[config.mk]
export PLATFORM = sky130hd
export DESIGN_NAME = usiGpioCsr
export DESIGN_NICKNAME = d
export VERILOG_FILES = /design/src/source/usiPkg.sv /design/src/source/usiGpioCsr.sv
export SDC_FILE = /design/constraint.sdc
export NUM_CORES = 1
export LEC_CHECK = 0
export ABC_CLOCK_PERIOD_IN_PS = 1950
export BUFFER_PORTS_ARGS = -buffer_cell sky130_fd_sc_hd__buf_4
export CAP_MARGIN = 40
export CORE_MARGIN = 1
export CORE_UTILIZATION = 40
export DETAILED_ROUTE_END_ITERATION = 6
export PLACE_DENSITY = 0.8
export SLEW_MARGIN = 30
export SYNTH_ARGS = -nofsm -noshare
export SYNTH_HDL_FRONTEND = slang
export SYNTH_SLANG_ARGS = --single-unit
[constraint.sdc]
create_clock -name iUsiClk -period 1.95 [get_ports iUsiClk]
set_input_delay 0.39 -clock iUsiClk [delete_from_list [all_inputs] [get_ports iUsiClk]]
set_output_delay 0.39 -clock iUsiClk [all_outputs]
set_load 0.02 [all_outputs]
[src/source/usiPkg.sv]
package usiPkg;

// ---------------------------------------------------------------------------
// Bus sizes
// ---------------------------------------------------------------------------
localparam int usiBusWidth     = 32;      // Data word
localparam int usiAdrsBit      = 32;      // Address word
localparam int busBlockConnect = 3;       // Slaves on the bus

// Address word layout
// {31:30} command, {23:16} block address, {15:0} CSR address
localparam int cmdMsb       = 31;
localparam int cmdLsb       = 30;
localparam int blockMsb     = 23;
localparam int blockLsb     = 16;
localparam int blockAdrsMap = 8;          // Block field width
localparam int csrWidth     = 8;          // Decoded CSR bits from bit 0

// Command codes, code 3 is reserved and ignored
localparam logic [1:0] cmdNone  = 2'd0;
localparam logic [1:0] cmdWrite = 2'd1;
localparam logic [1:0] cmdRead  = 2'd2;

// ---------------------------------------------------------------------------
// Block map
// ---------------------------------------------------------------------------
// Read slice and read-enable bit of a block sit at index map - 1
localparam logic [blockAdrsMap-1:0] gpioAdrsMap = 8'd1;
localparam logic [blockAdrsMap-1:0] sysAdrsMap  = 8'd2;
localparam logic [blockAdrsMap-1:0] ramAdrsMap  = 8'd3;

// Easy to spot in a waveform when block decode goes wrong
localparam logic [usiBusWidth-1:0] unmappedRd = 32'h1234_5678;

// GPIO block
localparam int                  gpioWidth  = 8;
localparam logic [csrWidth-1:0] gpioCsrOut = 8'd0;   // Output data
localparam logic [csrWidth-1:0] gpioCsrOe  = 8'd1;   // Output enable
localparam logic [csrWidth-1:0] gpioCsrIn  = 8'd2;   // Synchronized pins

// System block
localparam logic [usiBusWidth-1:0] sysId         = 32'h5553_0001;
localparam logic [csrWidth-1:0]    sysCsrId      = 8'd0;
localparam logic [csrWidth-1:0]    sysCsrScratch = 8'd1;
localparam logic [csrWidth-1:0]    sysCsrWrCnt   = 8'd2;

// RAM block
localparam int ramDepth = 256;            // One word per CSR address

endpackage

[src/source/usiGpioCsr.sv]
`timescale 1ns/1ps

module usiGpioCsr
	import usiPkg::*;
(
	input  logic                   iUsiClk,
	input  logic                   rstN,
	input  logic [usiBusWidth-1:0] usiWd,
	input  logic [usiAdrsBit-1:0]  usiAdrs,
	input  logic                   usiWCke,
	input  logic [gpioWidth-1:0]   gpioIn,    // Asynchronous pins
	output logic [usiBusWidth-1:0] usiRd,
	output logic                   usiREd,
	output logic [gpioWidth-1:0]   gpioOut,
	output logic [gpioWidth-1:0]   gpioOe
);

logic                blockHit;    // Command for this block
logic                wrHit;
logic                rdHit;
logic [csrWidth-1:0] csrAdrs;
logic [gpioWidth-1:0] gpioSync1;  // First synchronizer stage
logic [gpioWidth-1:0] gpioSync2;  // Safe to read

// ---------------------------------------------------------------------------
// Address decode
// ---------------------------------------------------------------------------
assign blockHit = usiWCke && (usiAdrs[blockMsb:blockLsb] == gpioAdrsMap);
assign wrHit    = blockHit && (usiAdrs[cmdMsb:cmdLsb] == cmdWrite);
assign rdHit    = blockHit && (usiAdrs[cmdMsb:cmdLsb] == cmdRead);
assign csrAdrs  = usiAdrs[csrWidth-1:0];  // Upper CSR bits ignored

// Two-flop synchronizer on the pins
always_ff @(posedge iUsiClk)
begin
	gpioSync1 <= gpioIn;
	gpioSync2 <= gpioSync1;
end

// Output CSRs and read strobe
always_ff @(posedge iUsiClk)
begin
	if (!rstN)
	begin
		gpioOut <= '0;
		gpioOe  <= '0;            // Pins start as inputs
		usiREd  <= 1'b0;
	end
	else
	begin
		if (wrHit && csrAdrs == gpioCsrOut)
			gpioOut <= usiWd[gpioWidth-1:0];
		if (wrHit && csrAdrs == gpioCsrOe)
			gpioOe <= usiWd[gpioWidth-1:0];
		usiREd <= rdHit;          // One cycle per read
	end
end

// Read data, zero-extended, held between reads
always_ff @(posedge iUsiClk)
begin
	if (rdHit)
	begin
		case (csrAdrs)
			gpioCsrOut: usiRd <= {{(usiBusWidth-gpioWidth){1'b0}}, gpioOut};
			gpioCsrOe:  usiRd <= {{(usiBusWidth-gpioWidth){1'b0}}, gpioOe};
			gpioCsrIn:  usiRd <= {{(usiBusWidth-gpioWidth){1'b0}}, gpioSync2};
			default:    usiRd <= '0;
		endcase
	end
end

endmodule

==> flow_metrics.env <==
export IMPL_cp_start_kind="input port"
export IMPL_routed_via_density=4.43
export IMPL_dpl_worst_slack_ns=0.0136
export IMPL_reg2reg_to="usiRd[6]"
export IMPL_outcome="finished clean"
export IMPL_clkTransAtPathRegs_ns=0.08
export IMPL_cts_sinks=41
export IMPL_critPathMaxFanout=8
export IMPL_drc=0
export IMPL_peakVddDrop_mv=0.422
export IMPL_port_buffers=61
export IMPL_drv_slew=0
export IMPL_ys_seq_area_share_pct=53.6
export IMPL_synthDistinctLibCells=21
export IMPL_wl_per_cell_um=11.3
export IMPL_wl_um=3080
export IMPL_yosys_warnings=0
export IMPL_period_share_pct=83.0
export IMPL_grt_setup_unrepaired="false"
export IMPL_layout_commonest_cell="buf_4"
export IMPL_finClkSkew_ns=0.00448
export IMPL_ant_nets=0
export IMPL_period_needed_ns=1.62
export IMPL_placed_cells=264
export IMPL_fmax_mhz=618
export IMPL_r2r_setup_slack_ns=0.96
export IMPL_cts_root_buf="clkbuf_8"
export IMPL_hold_ws_ns=0.202
export IMPL_fillers=362
export IMPL_antennaDiodeCount=0
export IMPL_cellPowerDensity_mw_per_mm2=770
export IMPL_r2r_start="gpioOe[6]"
export IMPL_grt_pass1_wl_um=4810
export IMPL_critical_path_required_ns=2.16
export IMPL_arrival_ns=1.83
export IMPL_worstHoldPathCells=1
export IMPL_fin_area_sq_mm=0.00222
export IMPL_die_x_um=66.8
export IMPL_p_leak_nw=0.949
export IMPL_dr_first_iter_drc_count=41
export IMPL_slew_headroom_pct=63.7
export IMPL_worstSkewPairLatency_ns=0.28
export IMPL_start_util_pct=41.7
export IMPL_pin_count=124
export IMPL_cts_setup_buffers=0
export IMPL_drive_gt1_share_pct=35.1
export IMPL_seq_area_sq_um=901
export IMPL_worstHoldPathType="input port to register"
export IMPL_finalNonFillerCells=272
export IMPL_tns_ns=0
export IMPL_core_area_sq_mm=0.00403
export IMPL_total_power_mw=1.71
export IMPL_synth_top_area_share_pct=39.3
export IMPL_hold_viol=0
export IMPL_synth_area_leaders="dfxtp_1 (39%), mux2i_1 (14%), edfxtp_1 (14%)"
export IMPL_numCtsBuffers=5
export IMPL_htree_levels=2
export IMPL_yosysTopAreaCell="dfxtp_1"
export IMPL_postCtsHoldBufs=0
export IMPL_syn_to_final_growth_pct=32.1
export IMPL_end_kind="register"
export IMPL_multi_input_comb_area_sq_um=658
export IMPL_mostFrequentLayoutCells="buf_4 (64), dfxtp_1 (33), mux2i_1 (24), nand2_1 (24), conb_1 (24)"
export IMPL_vias=1205
export IMPL_gp_congestion=0.700
export IMPL_grt_pass1_vias=1052
export IMPL_fin_util_pct=55.2
export IMPL_dr_pass1_iters=3
export IMPL_dpl_cell_area_sq_mm=0.00210
export IMPL_ys_ff_latch=41
export IMPL_nets=296
export IMPL_antenna_found_initial=0
export IMPL_syn_avg_cell_area_sq_um=10.6
export IMPL_dpl_hpwl_um=2330
export IMPL_grt_start_max_net_pins=26
export IMPL_setup_viol=0
export IMPL_criticalPathCategory="input port to register"
export IMPL_grt_ovfl_total=0
export IMPL_dieArea_sq_mm=0.00447
export IMPL_hold_end="gpioSync1[5]"
export IMPL_cts_resized_gates=0
export IMPL_netlist_instances=158
export IMPL_tightest_slew_ns=0.544
export IMPL_syn_area_sq_mm=0.00168
export IMPL_rows=23
export IMPL_drv_cap=0
export IMPL_min_delay_start="gpioIn[5]"
export IMPL_clock_path_buffers=2
export IMPL_grt_use_total_pct=15.0
export IMPL_setup_ws_ns=0.332
export IMPL_cts_tree="built"
export IMPL_die_h_um=66.8
export IMPL_r2r_cells=4
## where the power goes
part,internal [mW],switching (mW)
Clock,0.416,0.275
Combinational,0.0586,0.0808
Sequential,0.877,0.00368
Total,1.35,0.360
## per-layer routing
metal	track usage [%]	wire (um)	vias to the layer above
li1	-	-	605
met1	17.6	1250	546
met2	25.1	1550	50
met3	5.14	248	4
met4	5.59	34	0
met5	0	0	-
## cell type report
type	count	area share, %
clock buffer	6	3.72
sequential	41	40.5
multi-input combinational	109	29.6
tap	50	2.82
clock inverter	2	1.69
timing repair buffer	64	21.6
## how the worst max path moves through the flow
stage / startpoint / to / slack (ns)
2_1_floorplan: usiAdrs[1] / gpioOut[0] / 0.26
3_3_place_gp: usiAdrs[18] / gpioOe[0] / 0.13
3_5_place_dp: usiAdrs[18] / gpioOe[6] / 0.01
4_1_cts: usiAdrs[18] / gpioOe[6] / 0.31
5_1_grt: usiAdrs[18] / gpioOe[6] / 0.15
6_report: usiAdrs[18] / gpioOe[6] / 0.33
## kinds of logic (layout without fill, tap and decap cells)
kind of cell	Yosys count	after routing	synth area share, %
AND/OR/NAND/NOR	53	53	16.7
AO/OA/AOI/OAI	8	8	2.38
flip-flops	41	41	53.6
other	1	24	0.223
multiplexers	24	24	14.3
buffers and inverters	31	72	12.8
## registers in the layout, indices dropped and copies added, names as in the netlist
| signal | count |
|---|---|
| gpioOe | 8 |
| usiRd | 8 |
| gpioOut | 8 |
| usiREd | 1 |
| gpioSync1 | 8 |
| gpioSync2 | 8 |
## worst max-delay path, stage by stage
cell     delay, ns
buf_4         0.11
nor4_1        0.42
nand4_2       0.21
nor4b_2       0.24
buf_4         0.24
mux2i_1       0.21
## cell usage after synthesis (all sizes together)
| cell type | number |
|---|---|
| dfxtp | 33 |
| nor2 | 17 |
| and4 | 1 |
| nor4 | 3 |
| nor2b | 2 |
| edfxtp | 8 |
| nor4b | 3 |
| nand2 | 25 |
| nand4 | 1 |
| clkbuf | 5 |
| mux2i | 24 |
| and2 | 1 |
| buf | 26 |
| a21oi | 8 |
| conb | 1 |
(Power assumes the default switching activity.)
