### src/source/usiPkg.sv
package usiPkg;

// ---------------------------------------------------------------------------
// Bus sizes
// ---------------------------------------------------------------------------
localparam int usiBusWidth     = 32;      // Data word
localparam int usiAdrsBit      = 32;      // Address word
localparam int busBlockConnect = 3;       // Slaves on the bus

// Address word layout
// {31:30} command, {23:16} block address, {15:0} CSR address
localparam int cmdMsb       = 31;
localparam int cmdLsb       = 30;
localparam int blockMsb     = 23;
localparam int blockLsb     = 16;
localparam int blockAdrsMap = 8;          // Block field width
localparam int csrWidth     = 8;          // Decoded CSR bits from bit 0

// Command codes, code 3 is reserved and ignored
localparam logic [1:0] cmdNone  = 2'd0;
localparam logic [1:0] cmdWrite = 2'd1;
localparam logic [1:0] cmdRead  = 2'd2;

// ---------------------------------------------------------------------------
// Block map
// ---------------------------------------------------------------------------
// Read slice and read-enable bit of a block sit at index map - 1
localparam logic [blockAdrsMap-1:0] gpioAdrsMap = 8'd1;
localparam logic [blockAdrsMap-1:0] sysAdrsMap  = 8'd2;
localparam logic [blockAdrsMap-1:0] ramAdrsMap  = 8'd3;

// Easy to spot in a waveform when block decode goes wrong
localparam logic [usiBusWidth-1:0] unmappedRd = 32'h1234_5678;

// GPIO block
localparam int                  gpioWidth  = 8;
localparam logic [csrWidth-1:0] gpioCsrOut = 8'd0;   // Output data
localparam logic [csrWidth-1:0] gpioCsrOe  = 8'd1;   // Output enable
localparam logic [csrWidth-1:0] gpioCsrIn  = 8'd2;   // Synchronized pins

// System block
localparam logic [usiBusWidth-1:0] sysId         = 32'h5553_0001;
localparam logic [csrWidth-1:0]    sysCsrId      = 8'd0;
localparam logic [csrWidth-1:0]    sysCsrScratch = 8'd1;
localparam logic [csrWidth-1:0]    sysCsrWrCnt   = 8'd2;

// RAM block
localparam int ramDepth = 256;            // One word per CSR address

endpackage

### src/source/usiSysCsr.sv
`timescale 1ns/1ps

module usiSysCsr
	import usiPkg::*;
(
	input  logic                   iUsiClk,
	input  logic                   rstN,
	input  logic [usiBusWidth-1:0] usiWd,
	input  logic [usiAdrsBit-1:0]  usiAdrs,
	input  logic                   usiWCke,
	output logic [usiBusWidth-1:0] usiRd,
	output logic                   usiREd
);

logic                   blockHit;
logic                   wrHit;    // Any write to this block
logic                   rdHit;
logic [csrWidth-1:0]    csrAdrs;
logic [usiBusWidth-1:0] scratch;  // Free read/write word
logic [usiBusWidth-1:0] wrCnt;    // Writes seen by this block

// ---------------------------------------------------------------------------
// Address decode
// ---------------------------------------------------------------------------
assign blockHit = usiWCke && (usiAdrs[blockMsb:blockLsb] == sysAdrsMap);
assign wrHit    = blockHit && (usiAdrs[cmdMsb:cmdLsb] == cmdWrite);
assign rdHit    = blockHit && (usiAdrs[cmdMsb:cmdLsb] == cmdRead);
assign csrAdrs  = usiAdrs[csrWidth-1:0];

always_ff @(posedge iUsiClk)
begin
	if (!rstN)
	begin
		scratch <= '0;
		wrCnt   <= '0;
		usiREd  <= 1'b0;
	end
	else
	begin
		// Only the scratch CSR stores data
		if (wrHit && csrAdrs == sysCsrScratch)
			scratch <= usiWd;
		// Counts writes to any CSR, read-only ones too
		if (wrHit)
			wrCnt <= wrCnt + 1'b1;
		usiREd <= rdHit;
	end
end

// Registered read data
always_ff @(posedge iUsiClk)
begin
	if (rdHit)
	begin
		case (csrAdrs)
			sysCsrId:      usiRd <= sysId;
			sysCsrScratch: usiRd <= scratch;
			sysCsrWrCnt:   usiRd <= wrCnt;
			default:       usiRd <= '0;
		endcase
	end
end

endmodule

### config.mk
export PLATFORM = sky130hd
export DESIGN_NAME = usiSysCsr
export DESIGN_NICKNAME = d
export VERILOG_FILES = /design/src/source/usiPkg.sv /design/src/source/usiSysCsr.sv
export SDC_FILE = /design/constraint.sdc
export NUM_CORES = 1
export LEC_CHECK = 0
export BUFFER_PORTS_ARGS = -buffer_cell sky130_fd_sc_hd__buf_2
export CORE_AREA = 2 2 123 125
export CTS_BUF_LIST = sky130_fd_sc_hd__clkbuf_2 sky130_fd_sc_hd__clkbuf_4 sky130_fd_sc_hd__clkbuf_8
export DETAILED_ROUTE_END_ITERATION = 8
export DIE_AREA = 0 0 125 127
export GPL_TIMING_DRIVEN = 1
export PLACE_DENSITY = 0.57
export SYNTH_ARGS = -nofsm -noshare
export SYNTH_HDL_FRONTEND = slang
export SYNTH_SLANG_ARGS = --single-unit
### constraint.sdc
create_clock -name iUsiClk -period 4 [get_ports iUsiClk]
set_input_delay 0.2 -clock iUsiClk [delete_from_list [all_inputs] [get_ports iUsiClk]]
set_output_delay 0.2 -clock iUsiClk [all_outputs]
set_load 0.01 [all_outputs]
==> qor.yml, run 1 <==
synthesis:
  synth_most_common_cell: "nand2_1"
  async_flop_share_pct: 0
  ys.flop_type: "dfxtp_1"
  ys_seq_area_share_pct: 53.0
  synth_top_area_share_pct: 30.5
  yosysUniqueCellTypes: 35
  netlist_instances: 437
  synthesis.nets: 505
  ys_seq_elements: 97
  yosysWarnings: 0
  synth_edf_count: 32
  synthTopCellsByCount: "nand2_1 (80), dfxtp_1 (65), a21oi_1 (42)"
  syn_avg_cell_area_sq_um: 9.77
  yosysTopAreaCell: "dfxtp_1"
  syn_area_sq_mm: 0.00427
  ys_top_cells_by_area: "dfxtp_1 (30%), edfxtp_1 (23%), mux2i_1 (8.7%)"
cells_and_area:
  fin_cells: 698
  layout.nets: 577
  final_core_util_pct: 35.2
  antenna_cells: 0
  final_cell_area_sq_mm: 0.00507
  drive_gt1_share_pct: 22.0
  syn2layout_area_growth_pct: 18.9
  multiInputGateArea_sq_mm: 0.00184
  ff_latch_area_sq_mm: 0.00226
  fillers: 1481
sta:
  finalCriticalPeriod_ps: 2420
  fmax_mhz: 414
  worstMarginPinSlew_ps: 1040
  skew_ps: 10.5
  hold_viol_final: 0
  final.setup.tns_ps: 0
  rsz0062_at_grt: "no"
  report.final.slew_viol_count: 0
  min_period_over_period_pct: 60.4
  maxSlewHeadroom_pct: 30.7
  finalSetupViolations: 0
pwr:
  vdd_ir_drop_max_mv: 0.130
  p_leak_nw: 1.92
  p_total_mw: 1.73
  powerDensity_mw_per_mm2: 340
clock_tree:
  cts_resized: 0
  holdBufCountCts: 0
  post-cts-setup-buffer-count: 0
  cts_tree: "built"
  path_clk_slew_ps: 90
  insertion_delay_ps: 370
  root_buffer: "clkbuf_8"
  cts.sinks: 97
  clockBufferDepth: 2
  cts-buffers-inserted: 9
  htree_levels: 3
placement:
  place_congestion: 0.783
  dpl.hpwl_um: 6960
  port_buffers: 85
  dpl_cell_area_sq_mm: 0.00487
  dp.cells: 682
floorplanning:
  coreArea_sq_mm: 0.0144
  io_pins: 100
  num_rows: 44
  die_width_um: 125
  die_h_um: 127
  dieArea_sq_mm: 0.0159
  start_util_pct: 29.6
setup_path:
  cp_common_cell: "or4_1"
  crit_fanout: 25
  cp.required_ps: 4270
  path_class: "flop to flop"
  cp_data_arrival_time_ps: 2690
  ff2ff_path_depth: 4
  slowest_stage: "or4_1"
  startpoint_type: "flop"
  cp-end-kind: "flop"
  r2r_slack_ps: 1580
  r2r-start: "wrCnt[3]"
  timing.rr.end: "wrCnt[19]"
  critPathMaxStageDelay_ps: 910
  crit_chain: "nand4_2, or4_1, or4_1, a21oi_1"
routing:
  initialDrtViolationCount: 218
  post-route-drc-count: 0
  vias: 3444
  wl_um: 9970
  antenna_left: 0
  dr.pass1.iters: 4
  drt-wirelength-per-cell_um: 14.3
  vias_per_cell: 4.93
grt:
  track_usage_pct: 12.6
  grt_first_pass_wirelength_um: 16200
  grt_max_degree: 76
  grt_overflow: 0
  antenna_found_initial: 0
  grt_pass1_vias: 3248
run_status:
  outcome: "finished, final reports clean"
min_path:
  hp-class: "input port to flop"
  min_path_cells: 3
  min_from: "usiWd[7]"
  whs_endpoint: "scratch[7]"
run:
  drv_cap: 0
-- logic make-up (layout without fill, tap and decap cells) --
group	count (synthesis)	in the layout	share of synthesized area [%]
adder cells (fa/ha/maj)	1	1	0.293
multiplexers	37	37	8.68
AO/OA/AOI/OAI	91	91	13.8
AND/OR/NAND/NOR	162	162	19.5
XOR/XNOR	2	2	0.411
flip-flops	97	97	53.0
buffers and inverters	47	124	4.34
-- cell type report --
class | instances | area share, %
clock buffers | 12 | 3.01
flip-flops and latches | 97 | 44.6
clock inverters | 4 | 1.04
repair buffers | 91 | 9.27
inverters | 17 | 1.26
well taps | 184 | 4.54
multi-input cells | 293 | 36.3
-- metrics by stage --
stage / hold slack, ps / worst slack, ps
5_1_grt: 67.4 / 1380
2_1_floorplan: 339 / 892
4_1_cts: 56.7 / 1570
3_3_place_gp: 445 / 1660
6_report: 65.9 / 1580
3_5_place_dp: 453 / 1590
-- sequential cells by signal, summed over array words and instances (netlist names) --
name and flops:
usiREd 1, wrCnt 32, scratch 32, usiRd 32
-- worst max path at each step --
stage	start	endpoint	slack (ps)	depth (start not counted)
3_5_place_dp	wrCnt[2]	wrCnt[19]	1590	4
6_report	wrCnt[3]	wrCnt[19]	1580	4
3_3_place_gp	wrCnt[2]	wrCnt[25]	1660	4
4_1_cts	wrCnt[2]	wrCnt[19]	1570	4
2_1_floorplan	usiAdrs[18]	usiRd[0]	890	3
5_1_grt	wrCnt[3]	wrCnt[31]	1380	4
-- report_power, final --
group	leakage, nW	switching [mW]	total (mW)	internal [mW]
logic	1.03	0.0396	0.0685	0.0288
registers	0.786	0.0000399	1.01	1.01
clock network	0.0957	0.330	0.650	0.320
total	1.92	0.370	1.73	1.36
-- per-layer routing --
metal,vias to the layer above,track usage [%],share of wire (%)
li1,1732,-,-
met1,1648,16.7,48
met2,55,20.2,46
met3,9,2.81,4.7
met4,0,4.77,1.2
met5,-,0,0
-- critical path: cells and delay by family (launching register included) --
family | cells | cell delay [ps]
and+or+nand+nor | 3 | 1730
AOI/OAI and AO/OA | 1 | 140
DFF | 1 | 460
-- cell usage in the layout (no fill, tap or decap), types with 2 or more instances in the layout --
master / instances
nand4_1: 8
and4b_1: 2
clkinv_1: 2
o31ai_1: 16
a21oi_1: 42
buf_2: 85
clkinvlp_4: 3
buf_4: 6
nand2_1: 79
a22o_1: 23
nor2b_1: 2
nor2_1: 13
clkbuf_8: 10
o21ai_0: 8
nand3_1: 8
xnor2_1: 2
clkbuf_4: 2
inv_1: 15
dfxtp_1: 65
or3_1: 9
and4_1: 4
nand2b_1: 4
mux2i_1: 37
nor4_1: 6
or4_1: 18
edfxtp_1: 32
Power figures use the tool's default switching activity.
==> run 2, diff against run 1 <==
--- a/config.mk
+++ b/config.mk
@@ -11,7 +11,7 @@
 export DETAILED_ROUTE_END_ITERATION = 8
 export DIE_AREA = 0 0 125 127
 export GPL_TIMING_DRIVEN = 1
-export PLACE_DENSITY = 0.57
+export PLACE_DENSITY = 0.55
 export SYNTH_ARGS = -nofsm -noshare
 export SYNTH_HDL_FRONTEND = slang
 export SYNTH_SLANG_ARGS = --single-unit
==> constraint.sdc (replaced) <==
create_clock -name iUsiClk -period 2.5 [get_ports iUsiClk]
set_input_delay 0.125 -clock iUsiClk [delete_from_list [all_inputs] [get_ports iUsiClk]]
set_output_delay 0.125 -clock iUsiClk [all_outputs]
set_load 0.01 [all_outputs]
==> qor.yml, run 2 (synthesis results as in run 1) <==
run_status:
  outcome: "finished, final reports clean"
floorplanning:
  dieArea_sq_mm: 0.0159  # unchanged
  num_rows: 44  # unchanged
  die_h_um: 127  # unchanged
  start_util_pct: 29.6  # unchanged
  io_pins: 100  # unchanged
  coreArea_sq_mm: 0.0144  # unchanged
  die_width_um: 125  # unchanged
sta:
  finalCriticalPeriod_ps: 2170  # -245 ps
  fin_ws_ps: 327  # -1260 ps
  final.setup.tns_ps: 0  # unchanged
  hold_viol_final: 0  # unchanged
  fmax_mhz: 460  # +11%
  report.final.slew_viol_count: 0  # unchanged
  skew_ps: 15.0  # +4.52 ps
  worstMarginPinSlew_ps: 788  # -247 ps
  min_period_over_period_pct: 86.9  # +26 points
  rsz0062_at_grt: "no"
  maxSlewHeadroom_pct: 47.1  # +16 points
  finalSetupViolations: 0  # unchanged
setup_path:
  r2r_slack_ps: 330  # -1260 ps
  startpoint_type: "flop"
  timing.rr.end: "wrCnt[19]"
  critPathMaxStageDelay_ps: 540  # -370 ps
  ff2ff_path_depth: 5  # +1
  r2r-start: "wrCnt[3]"
  cp-end-kind: "flop"
  crit_fanout: 25  # unchanged
  crit_chain: "nand4_2, or4_1, buf_4, or4_1, a21oi_1"
  crit_family: "simple AND/OR/NAND/NOR gates"
  slowest_stage: "or4_1"
  path_class: "flop to flop"
  cp.required_ps: 2760  # -1510 ps
  cp_common_cell: "or4_1"
  worst-path-buf-inv: 1  # +1
  cp_data_arrival_time_ps: 2430  # -260 ps
clock_tree:
  clockBufferDepth: 2  # unchanged
  path_clk_slew_ps: 90  # about the same
  cts_resized: 0  # unchanged
  cts-buffers-inserted: 9  # unchanged
  root_buffer: "clkbuf_8"
  htree_levels: 3  # unchanged
  insertion_delay_ps: 360  # about the same
  cts_tree: "built"
  cts.sinks: 97  # unchanged
routing:
  vias_per_cell: 4.96  # +0.48%
  drt-wirelength-per-cell_um: 14.4  # +1.0%
  dr.pass1.iters: 4  # unchanged
  post-route-drc-count: 0  # unchanged
  vias: 3535  # +2.6%
  antenna_left: 0  # unchanged
  wl_um: 10300  # +3.2%
  initialDrtViolationCount: 257  # +18%
cells_and_area:
  final_cell_area_sq_mm: 0.00519  # +2.3%
  syn2layout_area_growth_pct: 21.7
  reg_top3: "scratch x32, usiRd x32, wrCnt x32"
  ff_latch_area_sq_mm: 0.00226  # unchanged
  layout_common_cells: "buf_2 (85), nand2_1 (79), dfxtp_1 (65)"
  layout.nets: 593  # +2.8%
  final_common_cell: "buf_2"
  fin_cells: 713  # +2.1%
  multiInputGateArea_sq_mm: 0.00184  # unchanged
  fillers: 1479  # -0.14%
  drive_gt1_share_pct: 21.6  # -0.43 points
  antenna_cells: 0  # unchanged
pwr:
  vdd_ir_drop_max_mv: 0.217  # +66%
  p_total_mw: 2.67  # +54%
  pwr-share-clk_pct: 34.7  # -2.9 points
  powerDensity_mw_per_mm2: 513  # +51%
  p_switching_uw: 609  # +65%
  p_seq_share_pct: 60.6  # +2.2 points
  p_comb_share_pct: 4.7  # +0.7 points
  intPower_mw: 2.06  # +52%
  swShare_pct: 22.8  # +1.4 points
  p_leak_nw: 1.98  # +3.1%
min_path:
  whs_endpoint: "scratch[23]"
  min_path_cells: 3  # unchanged
  hp-class: "input port to flop"
  min_from: "usiWd[23]"
run:
  drv_cap: 0  # unchanged
grt:
  track_usage_pct: 12.8  # +0.23 points
  grt_overflow: 0  # unchanged
  grt_first_pass_wirelength_um: 16700  # +3.2%
  grt_max_degree: 75  # -1.3%
  antenna_found_initial: 0  # unchanged
  grt_pass1_vias: 3350  # +3.1%
placement:
  dpl_cell_area_sq_mm: 0.00488  # +0.31%
  dp.cells: 684  # +0.29%
  port_buffers: 85  # unchanged
  place_congestion: 0.798  # +1.9%
  dpl.hpwl_um: 7000  # +0.60%
  place_ws_ps: 339  # -1260 ps
==> run 2: worst min-delay path, cell delays in order <==
cell,delay (ps)
buf_2,100
nand2_1,50
mux2i_1,50
==> run 2: worst max-delay path by stage <==
stage | start | to | slack, ps | depth (start not counted)
6_report | wrCnt[3] | wrCnt[19] | 330 | 5
5_1_grt | wrCnt[3] | wrCnt[19] | 170 | 5
4_1_cts | wrCnt[3] | wrCnt[19] | 320 | 5
3_5_place_dp | wrCnt[3] | wrCnt[25] | 340 | 5
3_3_place_gp | wrCnt[3] | wrCnt[23] | 400 | 5
2_1_floorplan | usiAdrs[18] | usiRd[0] | 270 | 3
==> run 2: stage by stage <==
step	utilization [%]	hold slack, ps
floorplan	-	264
global placement	33.9	373
detailed placement	33.9	384
CTS	36.0	0.0690
global route	36.0	1.21
finish	36.0	16.9
==> run 2: area by class of cell <==
cell class | count | share of cell area (%)
Sequential cell | 97 | 43.6
Multi-Input combinational cell | 293 | 35.5
Timing Repair Buffer | 107 | 12.0
Tap cell | 184 | 4.43
Clock buffer | 10 | 2.65
Inverter | 17 | 1.23
Clock inverter | 5 | 0.602
==> run 2: power by group through the flow <==
stage | Clock [mW] | Sequential, mW | Combinational, mW
global placement | 0 | 1.65 | 0.109
detailed placement | 0 | 1.65 | 0.110
global route | 1.02 | 1.62 | 0.140
finish | 0.925 | 1.61 | 0.126
CTS | 0.955 | 1.61 | 0.127
floorplan | 0 | 1.65 | 0.0535
==> run 2: routing by layer <==
metal  wire [um]  vias up  share of wire, %  track usage (%)
met5           0        -                 0                0
met4         190        0               1.8             5.88
met3         481       13               4.7             2.55
met2        4700       74                46             19.6
met1        4920     1680                48             17.6
li1            -     1768                 -                -
==> run 2: what timing repair did <==
action | 4_1_cts | 5_1_grt
endpoints found under the hold margin | 14 | 0
hold buffers | 14 | 0
setup buffers | 0 | 0
