===== src/source/usiPkg.sv =====
package usiPkg;

// ---------------------------------------------------------------------------
// Bus sizes
// ---------------------------------------------------------------------------
localparam int usiBusWidth     = 32;      // Data word
localparam int usiAdrsBit      = 32;      // Address word
localparam int busBlockConnect = 3;       // Slaves on the bus

// Address word layout
// {31:30} command, {23:16} block address, {15:0} CSR address
localparam int cmdMsb       = 31;
localparam int cmdLsb       = 30;
localparam int blockMsb     = 23;
localparam int blockLsb     = 16;
localparam int blockAdrsMap = 8;          // Block field width
localparam int csrWidth     = 8;          // Decoded CSR bits from bit 0

// Command codes, code 3 is reserved and ignored
localparam logic [1:0] cmdNone  = 2'd0;
localparam logic [1:0] cmdWrite = 2'd1;
localparam logic [1:0] cmdRead  = 2'd2;

// ---------------------------------------------------------------------------
// Block map
// ---------------------------------------------------------------------------
// Read slice and read-enable bit of a block sit at index map - 1
localparam logic [blockAdrsMap-1:0] gpioAdrsMap = 8'd1;
localparam logic [blockAdrsMap-1:0] sysAdrsMap  = 8'd2;
localparam logic [blockAdrsMap-1:0] ramAdrsMap  = 8'd3;

// Easy to spot in a waveform when block decode goes wrong
localparam logic [usiBusWidth-1:0] unmappedRd = 32'h1234_5678;

// GPIO block
localparam int                  gpioWidth  = 8;
localparam logic [csrWidth-1:0] gpioCsrOut = 8'd0;   // Output data
localparam logic [csrWidth-1:0] gpioCsrOe  = 8'd1;   // Output enable
localparam logic [csrWidth-1:0] gpioCsrIn  = 8'd2;   // Synchronized pins

// System block
localparam logic [usiBusWidth-1:0] sysId         = 32'h5553_0001;
localparam logic [csrWidth-1:0]    sysCsrId      = 8'd0;
localparam logic [csrWidth-1:0]    sysCsrScratch = 8'd1;
localparam logic [csrWidth-1:0]    sysCsrWrCnt   = 8'd2;

// RAM block
localparam int ramDepth = 256;            // One word per CSR address

endpackage


===== src/source/usiBus.sv =====
`timescale 1ns/1ps

module usiBus
	import usiPkg::*;
(
	input  logic                                   iUsiClk,
	input  logic                                   rstN,
	// Master side
	input  logic [usiBusWidth-1:0]                 iMUsiWd,    // Write data
	input  logic [usiAdrsBit-1:0]                  iMUsiAdrs,  // Cmd, block, CSR
	input  logic                                   iMUsiWEd,   // Command strobe
	output logic [usiBusWidth-1:0]                 oMUsiRd,
	output logic [busBlockConnect-1:0]             oMUsiREd,
	// Slave side, broadcast
	output logic [usiBusWidth-1:0]                 oSUsiWd,
	output logic [usiAdrsBit-1:0]                  oSUsiAdrs,
	output logic                                   oSUsiWCke,
	input  logic [usiBusWidth*busBlockConnect-1:0] iSUsiRd,    // Slices by block index
	input  logic [busBlockConnect-1:0]             iSUsiREd
);

logic [1:0]              mCmd;        // Command field of the master word
logic                    mCmdTake;    // Strobe with a usable command
logic [blockAdrsMap-1:0] blockD;      // Block field, aligned with slave reply

assign mCmd = iMUsiAdrs[cmdMsb:cmdLsb];

// Only write and read make it onto the bus
always_comb
begin
	case (mCmd)
		cmdWrite, cmdRead: mCmdTake = iMUsiWEd;
		cmdNone:           mCmdTake = 1'b0;
		default:           mCmdTake = 1'b0;   // Reserved code 3
	endcase
end

// ---------------------------------------------------------------------------
// Master to slave, one register stage
// ---------------------------------------------------------------------------
always_ff @(posedge iUsiClk)
begin
	if (!rstN)
		oSUsiWCke <= 1'b0;
	else
		oSUsiWCke <= mCmdTake;
end

always_ff @(posedge iUsiClk)
begin
	oSUsiWd   <= iMUsiWd;
	oSUsiAdrs <= iMUsiAdrs;
	// Slaves answer one cycle after seeing the command
	blockD    <= oSUsiAdrs[blockMsb:blockLsb];
end

// ---------------------------------------------------------------------------
// Slave to master, one register stage
// ---------------------------------------------------------------------------
always_ff @(posedge iUsiClk)
begin
	if (!rstN)
		oMUsiREd <= '0;
	else
		oMUsiREd <= iSUsiREd;           // Per-block enables pass straight up
end

// Read data mux by the delayed block field
always_ff @(posedge iUsiClk)
begin
	case (blockD)
		gpioAdrsMap: oMUsiRd <= iSUsiRd[usiBusWidth*(gpioAdrsMap-1) +: usiBusWidth];
		sysAdrsMap:  oMUsiRd <= iSUsiRd[usiBusWidth*(sysAdrsMap-1) +: usiBusWidth];
		ramAdrsMap:  oMUsiRd <= iSUsiRd[usiBusWidth*(ramAdrsMap-1) +: usiBusWidth];
		default:     oMUsiRd <= unmappedRd;  // No slave behind this block
	endcase
end

endmodule


===== config.mk =====
export PLATFORM = sky130hd
export DESIGN_NAME = usiBus
export DESIGN_NICKNAME = d
export VERILOG_FILES = /design/src/source/usiPkg.sv /design/src/source/usiBus.sv
export SDC_FILE = /design/constraint.sdc
export NUM_CORES = 1
export LEC_CHECK = 0
export CAP_MARGIN = 10
export CORE_ASPECT_RATIO = 1.75
export CORE_MARGIN = 2
export CORE_UTILIZATION = 25
export CTS_CLUSTER_DIAMETER = 60
export DETAILED_ROUTE_END_ITERATION = 8
export DONT_BUFFER_PORTS = 1
export PLACE_DENSITY_LB_ADDON = 0.25
export SKIP_LAST_GASP = 1
export SLEW_MARGIN = 20
export SYNTH_ARGS = -nofsm -noshare
export SYNTH_HDL_FRONTEND = slang
export SYNTH_SLANG_ARGS = --single-unit

===== constraint.sdc =====
create_clock -name iUsiClk -period 1.2 [get_ports iUsiClk]
set_input_delay 0.24 -clock iUsiClk [delete_from_list [all_inputs] [get_ports iUsiClk]]
set_output_delay 0.24 -clock iUsiClk [all_outputs]
set_load 0.02 [all_outputs]

==> impl_metrics.tcl, run 1 <==
set metrics [dict create \
    grt_setup_unrepaired "true" \
    detail_route.iter0.violations 70 \
    cts.htree.levels 3 \
    crit_required_ns 1.43 \
    worstHoldPathType "primary input to flip-flop" \
    post_synth_num_cell_types 20 \
    netlist_instances 240 \
    worst-path-stages 5 \
    grt_start_max_net_pins 20 \
    syn_to_final_growth_pct 47.89 \
    fin_crit_sh 1.016 \
    grt.overflow.total 0 \
    rr_worst_depth 5 \
    slowest_delay_ns 0.44 \
    synth_compound_area_frac 0.06711 \
    worst-slew-pin-transition_ns 0.2913 \
    crit_fanout 6 \
    synthesis.nets 406 \
    std_cell_rows 54 \
    fp.dieArea_sq_um 13630 \
    grt_pass1_vias 2268 \
    power_density_nw_per_um2 1626 \
    critical-path-slowest-cell "dfxtp_4" \
    worst_path_most_repeated_cell "buf_12" \
    failed_checks "negative setup slack" \
    timing.rr.start "blockD[1]$_DFF_P_" \
    first_pass_iters 4 \
    fin_util 0.3770 \
    dp_slack_ns -0.08815 \
    clk_pin_slew_ns 0.07 \
    status "finished with violations" \
    cts_tree "built" \
    crit_type "flip-flop to flip-flop" \
    setup_viol_count_final 3 \
    clock_latency_ns 0.34 \
    vdd.ir_drop.worst_uv 751.3 \
    quantity_of_i_o_buffers_inserted_on_ports 0 \
    leakagePower_nw 1.881 \
    ff2ff_setup_slack_ns -0.02 \
    synth.mux.area_fraction 0.1287 \
    synth_async_sr_flop_share 0 \
    top_level_ports 266 \
    report.final.slew_viol_count 0 \
    dieHeight_um 152.9 \
    synth_xor_area_frac 0.002764 \
    post-route-worst-setup-slack_ns -0.01929 \
    timing.critical_path.from "blockD[1]$_DFF_P_" \
    number_of_flops_mapped_to_enable_cells_by_yosys 0 \
    crit_path_start_kind "flip-flop" \
    synth.ff_latch_count 108 \
    via_count 2117 \
    wl_mm 8.767 \
    crit-reg2reg-capture "oMUsiRd[4]$_DFF_P_" \
    insertedDiodeCount 0 \
    cts-root-buf "clkbuf_16" \
    core_sq_um 12430 \
    final_cell_count_no_fill 496 \
    synth_seq_area_share 0.6822 \
    worstPathArrival_ns 1.45 \
    synth_top_family_by_area "multiplexers" \
    sort_of_element_at_the_end_of_the_critical_path "flip-flop" \
    worstPathCellList "buf_12, buf_12, mux2i_1, and2_1, o21ai_1" \
    finalNetCount 489 \
    endpoint "oMUsiRd[4]$_DFF_P_" \
    number_of_drc_violations_after_detailed_routing 0 \
    synth-main-ff-cell "dfxtp_1" \
    grt_first_pass_wirelength_mm 12.11 \
    final-hold-violation-count 0 \
    antenna_found_initial 0 \
    post_synth_fa_ha_maj_area_fraction 0 \
    cts.sink_count 108 \
    grt_use_total 0.1213 \
    cts_buffers 9 \
    wire_per_inst_um 17.68 \
    maximum_capacitance_violations 0 \
    synth.avg_cell_area_sq_um 13.21 \
    layout-drive-gt1-share 0.2622 \
    detail_route.vias_per_cell 4.268 \
    place_hpwl_mm 5.840 \
    syn-cell-area_sq_um 3169 \
    final_period_minus_worst_setup_slack_ns 1.219 \
    placed_cells 407 \
    post-layout-total-power_mw 7.623 \
    top_family_by_delay_on_critical_path "flip-flops" \
    worst_slew_margin_rel 0.8056 \
    clk_path_buf_depth 2 \
    worst_clock_skew_ns 0.01172 \
    layout.filler_cells 1232 \
    antenna_left 0 \
    gp_routability_congestion 0.7819 \
    start_util 0.2549 \
    maxClockFrequency_mhz 820.2 \
    synthesis.yosys.warnings 0 \
    cp_num_buf_inv 2 \
    synth_simple_gate_area_share 0.08685 \
    width_of_the_chip_um 89.11 \
]
-- area by class of cell --
class                           instances  area, sq um  area share
Multi-Input combinational cell        120         1037      0.2213
Sequential cell                       108         2167      0.4624
Timing Repair Buffer                   84        953.4      0.2034
Clock buffer                           11        252.7     0.05392
Clock inverter                          5        66.31     0.01415
Tap cell                              168        210.2     0.04485
-- kinds of logic (layout without fill, tap and decap cells) --
| family | count (synthesis) | after routing |
|---|---|---|
| AOI/OAI and AO/OA | 32 | 32 |
| muxes | 32 | 32 |
| buffers and inverters | 12 | 100 |
| and+or+nand+nor | 55 | 55 |
| xor gates and xnor gates | 1 | 1 |
| DFF | 108 | 108 |
-- cell usage after synthesis, types with 2 or more instances --
library cell / number / share of area
dfxtp_1: 108 / 0.68
nor2_1: 33 / 0.039
a22oi_1: 18 / 0.043
mux2_4: 17 / 0.081
and2_1: 16 / 0.032
mux2i_1: 13 / 0.041
o21ai_1: 13 / 0.021
buf_6: 7 / 0.025
clkbuf_1: 3 / 0.0036
mux2_2: 2 / 0.0071
-- worst register-to-register path: cells and delay by family, from the launching register on --
kind                   cells  cell delay, ns
AND/OR/NAND/NOR            1            0.15
multiplexers               1            0.21
buffers and inverters      2            0.27
flip-flops                 1            0.44
AO/OA/AOI/OAI              1            0.05
-- cells in the final DEF (no fill, tap or decap), types with 7 or more instances in the layout --
| master | instances |
|---|---|
| a22oi_2 | 18 |
| and2_1 | 17 |
| buf_12 | 8 |
| buf_4 | 7 |
| clkbuf_16 | 11 |
| dfxtp_1 | 106 |
| dlygate4sd3_1 | 64 |
| mux2_4 | 18 |
| mux2i_1 | 12 |
| nor2_1 | 26 |
| nor2_2 | 7 |
| o21ai_1 | 13 |
-- worst min-delay path by stage --
stage | startpoint | slack, ns | cells after the start | to
2_1_floorplan | iMUsiAdrs[0] | 0.27 | 0 | oSUsiAdrs[0]$_DFF_P_
3_3_place_gp | iMUsiAdrs[15] | 0.27 | 0 | oSUsiAdrs[15]$_DFF_P_
3_5_place_dp | iMUsiAdrs[7] | 0.27 | 0 | oSUsiAdrs[7]$_DFF_P_
4_1_cts | rstN | 0.004 | 1 | oMUsiREd[1]$_SDFF_PN0_
5_1_grt | rstN | 0.006 | 1 | oMUsiREd[2]$_SDFF_PN0_
6_report | rstN | 0.02 | 1 | oMUsiREd[1]$_SDFF_PN0_
-- timing repair --
item,in CTS,in global routing
hold endpoints to repair,64,0
setup buffers,5,0
gates resized for setup,12,22
hold buffers,64,0
pin swaps,7,24
endpoints found under the setup margin,18,32
gates cloned,1,3
-- report_power, final --
group | total [mW] | switching (mW) | internal, mW
clock network | 3.10 | 1.34 | 1.76
logic | 0.559 | 0.181 | 0.378
registers | 3.96 | 0.238 | 3.73
total | 7.62 | 1.76 | 5.86
-- layer usage --
metal,part of all wire,up-vias,GRT usage
met5,0,-,0
met2,0.56,131,0.2162
met1,0.35,1001,0.1235
met4,0.028,0,0.06397
met3,0.070,16,0.03240
li1,-,969,-
-- sequential cells by signal (all words and copies together) (netlist names) --
name,cells
oSUsiWCke,1
blockD,8
oMUsiRd,32
oSUsiAdrs,32
oMUsiREd,3
oSUsiWd,32
-- stage by stage --
step | area, sq um | hold slack [ns] | setup TNS, ns
floorplan | 3169 | 0.2677 | 0
global placement | 3423 | 0.2678 | -0.2117
detailed placement | 3423 | 0.2678 | -0.5799
CTS | 4536 | 0.003591 | -0.03941
global route | 4687 | 0.005834 | -1.203
finish | 4687 | 0.02312 | -0.02719
Power figures use the tool's default switching activity.
==> run 2: changes to the inputs <==
--- a/config.mk
+++ b/config.mk
@@ -13,6 +13,7 @@
 export DETAILED_ROUTE_END_ITERATION = 8
 export DONT_BUFFER_PORTS = 1
 export PLACE_DENSITY_LB_ADDON = 0.25
+export REMOVE_ABC_BUFFERS = 1
 export SKIP_LAST_GASP = 1
 export SLEW_MARGIN = 20
 export SYNTH_ARGS = -nofsm -noshare
==> impl_metrics.tcl, run 2 (synthesis results as in run 1) <==
set metrics [dict create \
    crit_required_ns 1.44 \
    status "finished with violations" \
    report.final.slew_viol_count 0 \
    grt_setup_unrepaired "true" \
    clk_pin_slew_ns 0.08 \
    cts-root-buf "clkbuf_16" \
    finalNetCount 491 \
    worstHoldPathType "primary input to flip-flop" \
    maxClockFrequency_mhz 825.6 \
    cts.sink_count 108 \
    fin_crit_sh 1.009 \
    insertedDiodeCount 0 \
    post-route-worst-setup-slack_ns -0.01118 \
    worstPathArrival_ns 1.45 \
    place_hpwl_mm 6.305 \
    final.setup.tns_ns -0.01118 \
    fp.dieArea_sq_um 13630 \
    post-layout-total-power_mw 7.558 \
    layout-drive-gt1-share 0.2273 \
    grt.overflow.total 0 \
    vdd.ir_drop.worst_uv 804.6 \
    crit_path_start_kind "flip-flop" \
    setup_viol_count_final 1 \
    sort_of_element_at_the_end_of_the_critical_path "flip-flop" \
    grt_use_total 0.1247 \
    clk_path_buf_depth 2 \
    worst_slew_margin_rel 0.7994 \
    grt_start_max_net_pins 20 \
    holdPathStages 1 \
    rr_worst_depth 5 \
    wire_per_inst_um 17.78 \
    final_period_minus_worst_setup_slack_ns 1.211 \
    layout.cells.most_common "dfxtp_1" \
    via_count 2114 \
    failed_checks "negative setup slack" \
    fin_util 0.3668 \
    reg.largest.list "oMUsiRd (32), oSUsiAdrs (32), oSUsiWd (32)" \
    final-hold-violation-count 0 \
    worstPathCellList "buf_12, buf_6, mux2_4, a22oi_1, nor2_1" \
    maximum_capacitance_violations 0 \
    number_of_drc_violations_after_detailed_routing 0 \
    slowest_delay_ns 0.35 \
    critical-path-slowest-cell "dfxtp_2" \
    grt_first_pass_wirelength_mm 12.45 \
    multi_input_comb_area_sq_um 978.4 \
    cts_buffers 9 \
    cts.htree.levels 3 \
    dieHeight_um 152.9 \
    timing.critical_path.from "blockD[1]$_DFF_P_" \
    top_level_ports 266 \
    grt_pass1_vias 2293 \
    worst-slew-pin-transition_ns 0.3005 \
    ff2ff_setup_slack_ns -0.01 \
    std_cell_rows 54 \
    power_density_nw_per_um2 1657 \
    clock_latency_ns 0.34 \
    first_pass_iters 3 \
    worst_clock_skew_ns 0.008565 \
    antenna_left 0 \
    detail_route.vias_per_cell 4.245 \
    detail_route.iter0.violations 41 \
    core_sq_um 12430 \
    antenna_found_initial 0 \
    layout.filler_cells 1225 \
    endpoint "oMUsiRd[0]$_DFF_P_" \
    timing.rr.start "blockD[1]$_DFF_P_" \
    crit-reg2reg-capture "oMUsiRd[0]$_DFF_P_" \
    leakagePower_nw 1.850 \
    start_util 0.2549 \
    gp_routability_congestion 0.7867 \
    crit_type "flip-flop to flip-flop" \
    commonest_non_fill_non_tap_cells_in_the_layout "dfxtp_1, dlygate4sd3_1, nor2_1" \
    width_of_the_chip_um 89.11 \
    syn_to_final_growth_pct 43.90 \
    cts_tree "built" \
    quantity_of_i_o_buffers_inserted_on_ports 0 \
    final-seq-area_sq_um 2163 \
    wl_mm 8.856 \
    crit_fanout 7 \
]
[run 2: changes by cell type in the layout (fill, tap and decap cells not counted), sizes merged]
cell	previous run	this run
buf	18	21
inv	2	3
clkbuf	13	10
dlygate4sd3	64	65
[run 2: routing by layer]
metal / GRT usage / share of wire
met5: 0 / 0
met4: 0.07321 / 0.035
met3: 0.03564 / 0.068
met2: 0.2212 / 0.55
met1: 0.1233 / 0.34
[run 2: where the power goes]
group | total [mW] | internal (mW) | leakage, nW | switching (mW)
clock | 3.06 | 1.72 | 0.153 | 1.35
combinational | 0.534 | 0.362 | 0.798 | 0.172
sequential | 3.96 | 3.73 | 0.899 | 0.234
[run 2: how the worst min path moves through the flow]
| stage | endpoint | start | slack [ns] |
|---|---|---|---|
| after floorplan | oSUsiAdrs[0]$_DFF_P_ | iMUsiAdrs[0] | 0.27 |
| final | oMUsiREd[2]$_SDFF_PN0_ | rstN | 0.02 |
| after global routing | oMUsiREd[2]$_SDFF_PN0_ | rstN | 0.005 |
| after detailed placement | oSUsiAdrs[7]$_DFF_P_ | iMUsiAdrs[7] | 0.27 |
| after global placement | oSUsiWd[26]$_DFF_P_ | iMUsiWd[26] | 0.27 |
| after CTS | oMUsiREd[2]$_SDFF_PN0_ | rstN | 0.0004 |
[run 2: cell type report]
cell class,count,area share
timing repair buffer,86,0.1951
tap,168,0.04609
multi-input combinational,120,0.2145
clock buffer,10,0.05240
sequential,108,0.4743
clock inverter,6,0.01756
[run 2: metrics by stage]
stage               std cells  area (sq um)  hold slack, ns  worst slack, ns
global placement          410          3433          0.2678         -0.09525
finish                    498          4561         0.01619         -0.01118
global route              498          4561        0.004685         -0.07680
CTS                       496          4508       0.0003703         -0.01181
floorplan                 228          3067          0.2677          -0.9944
detailed placement        410          3433          0.2678         -0.09321
[run 2: what timing repair did]
item,4_1_cts,5_1_grt
endpoints found under the hold margin,64,1
buffers inserted,6,1
pin swaps,0,10
hold buffers,64,1
gates resized for setup,12,8
endpoints found under the setup margin,29,28
[run 2: critical path: cells and delay by family (launching register included)]
family	cells	cell delay (ns)
multiplexers	1	0.30
AND/OR/NAND/NOR	1	0.06
buffers and inverters	2	0.26
AO/OA/AOI/OAI	1	0.15
flip-flops	1	0.35
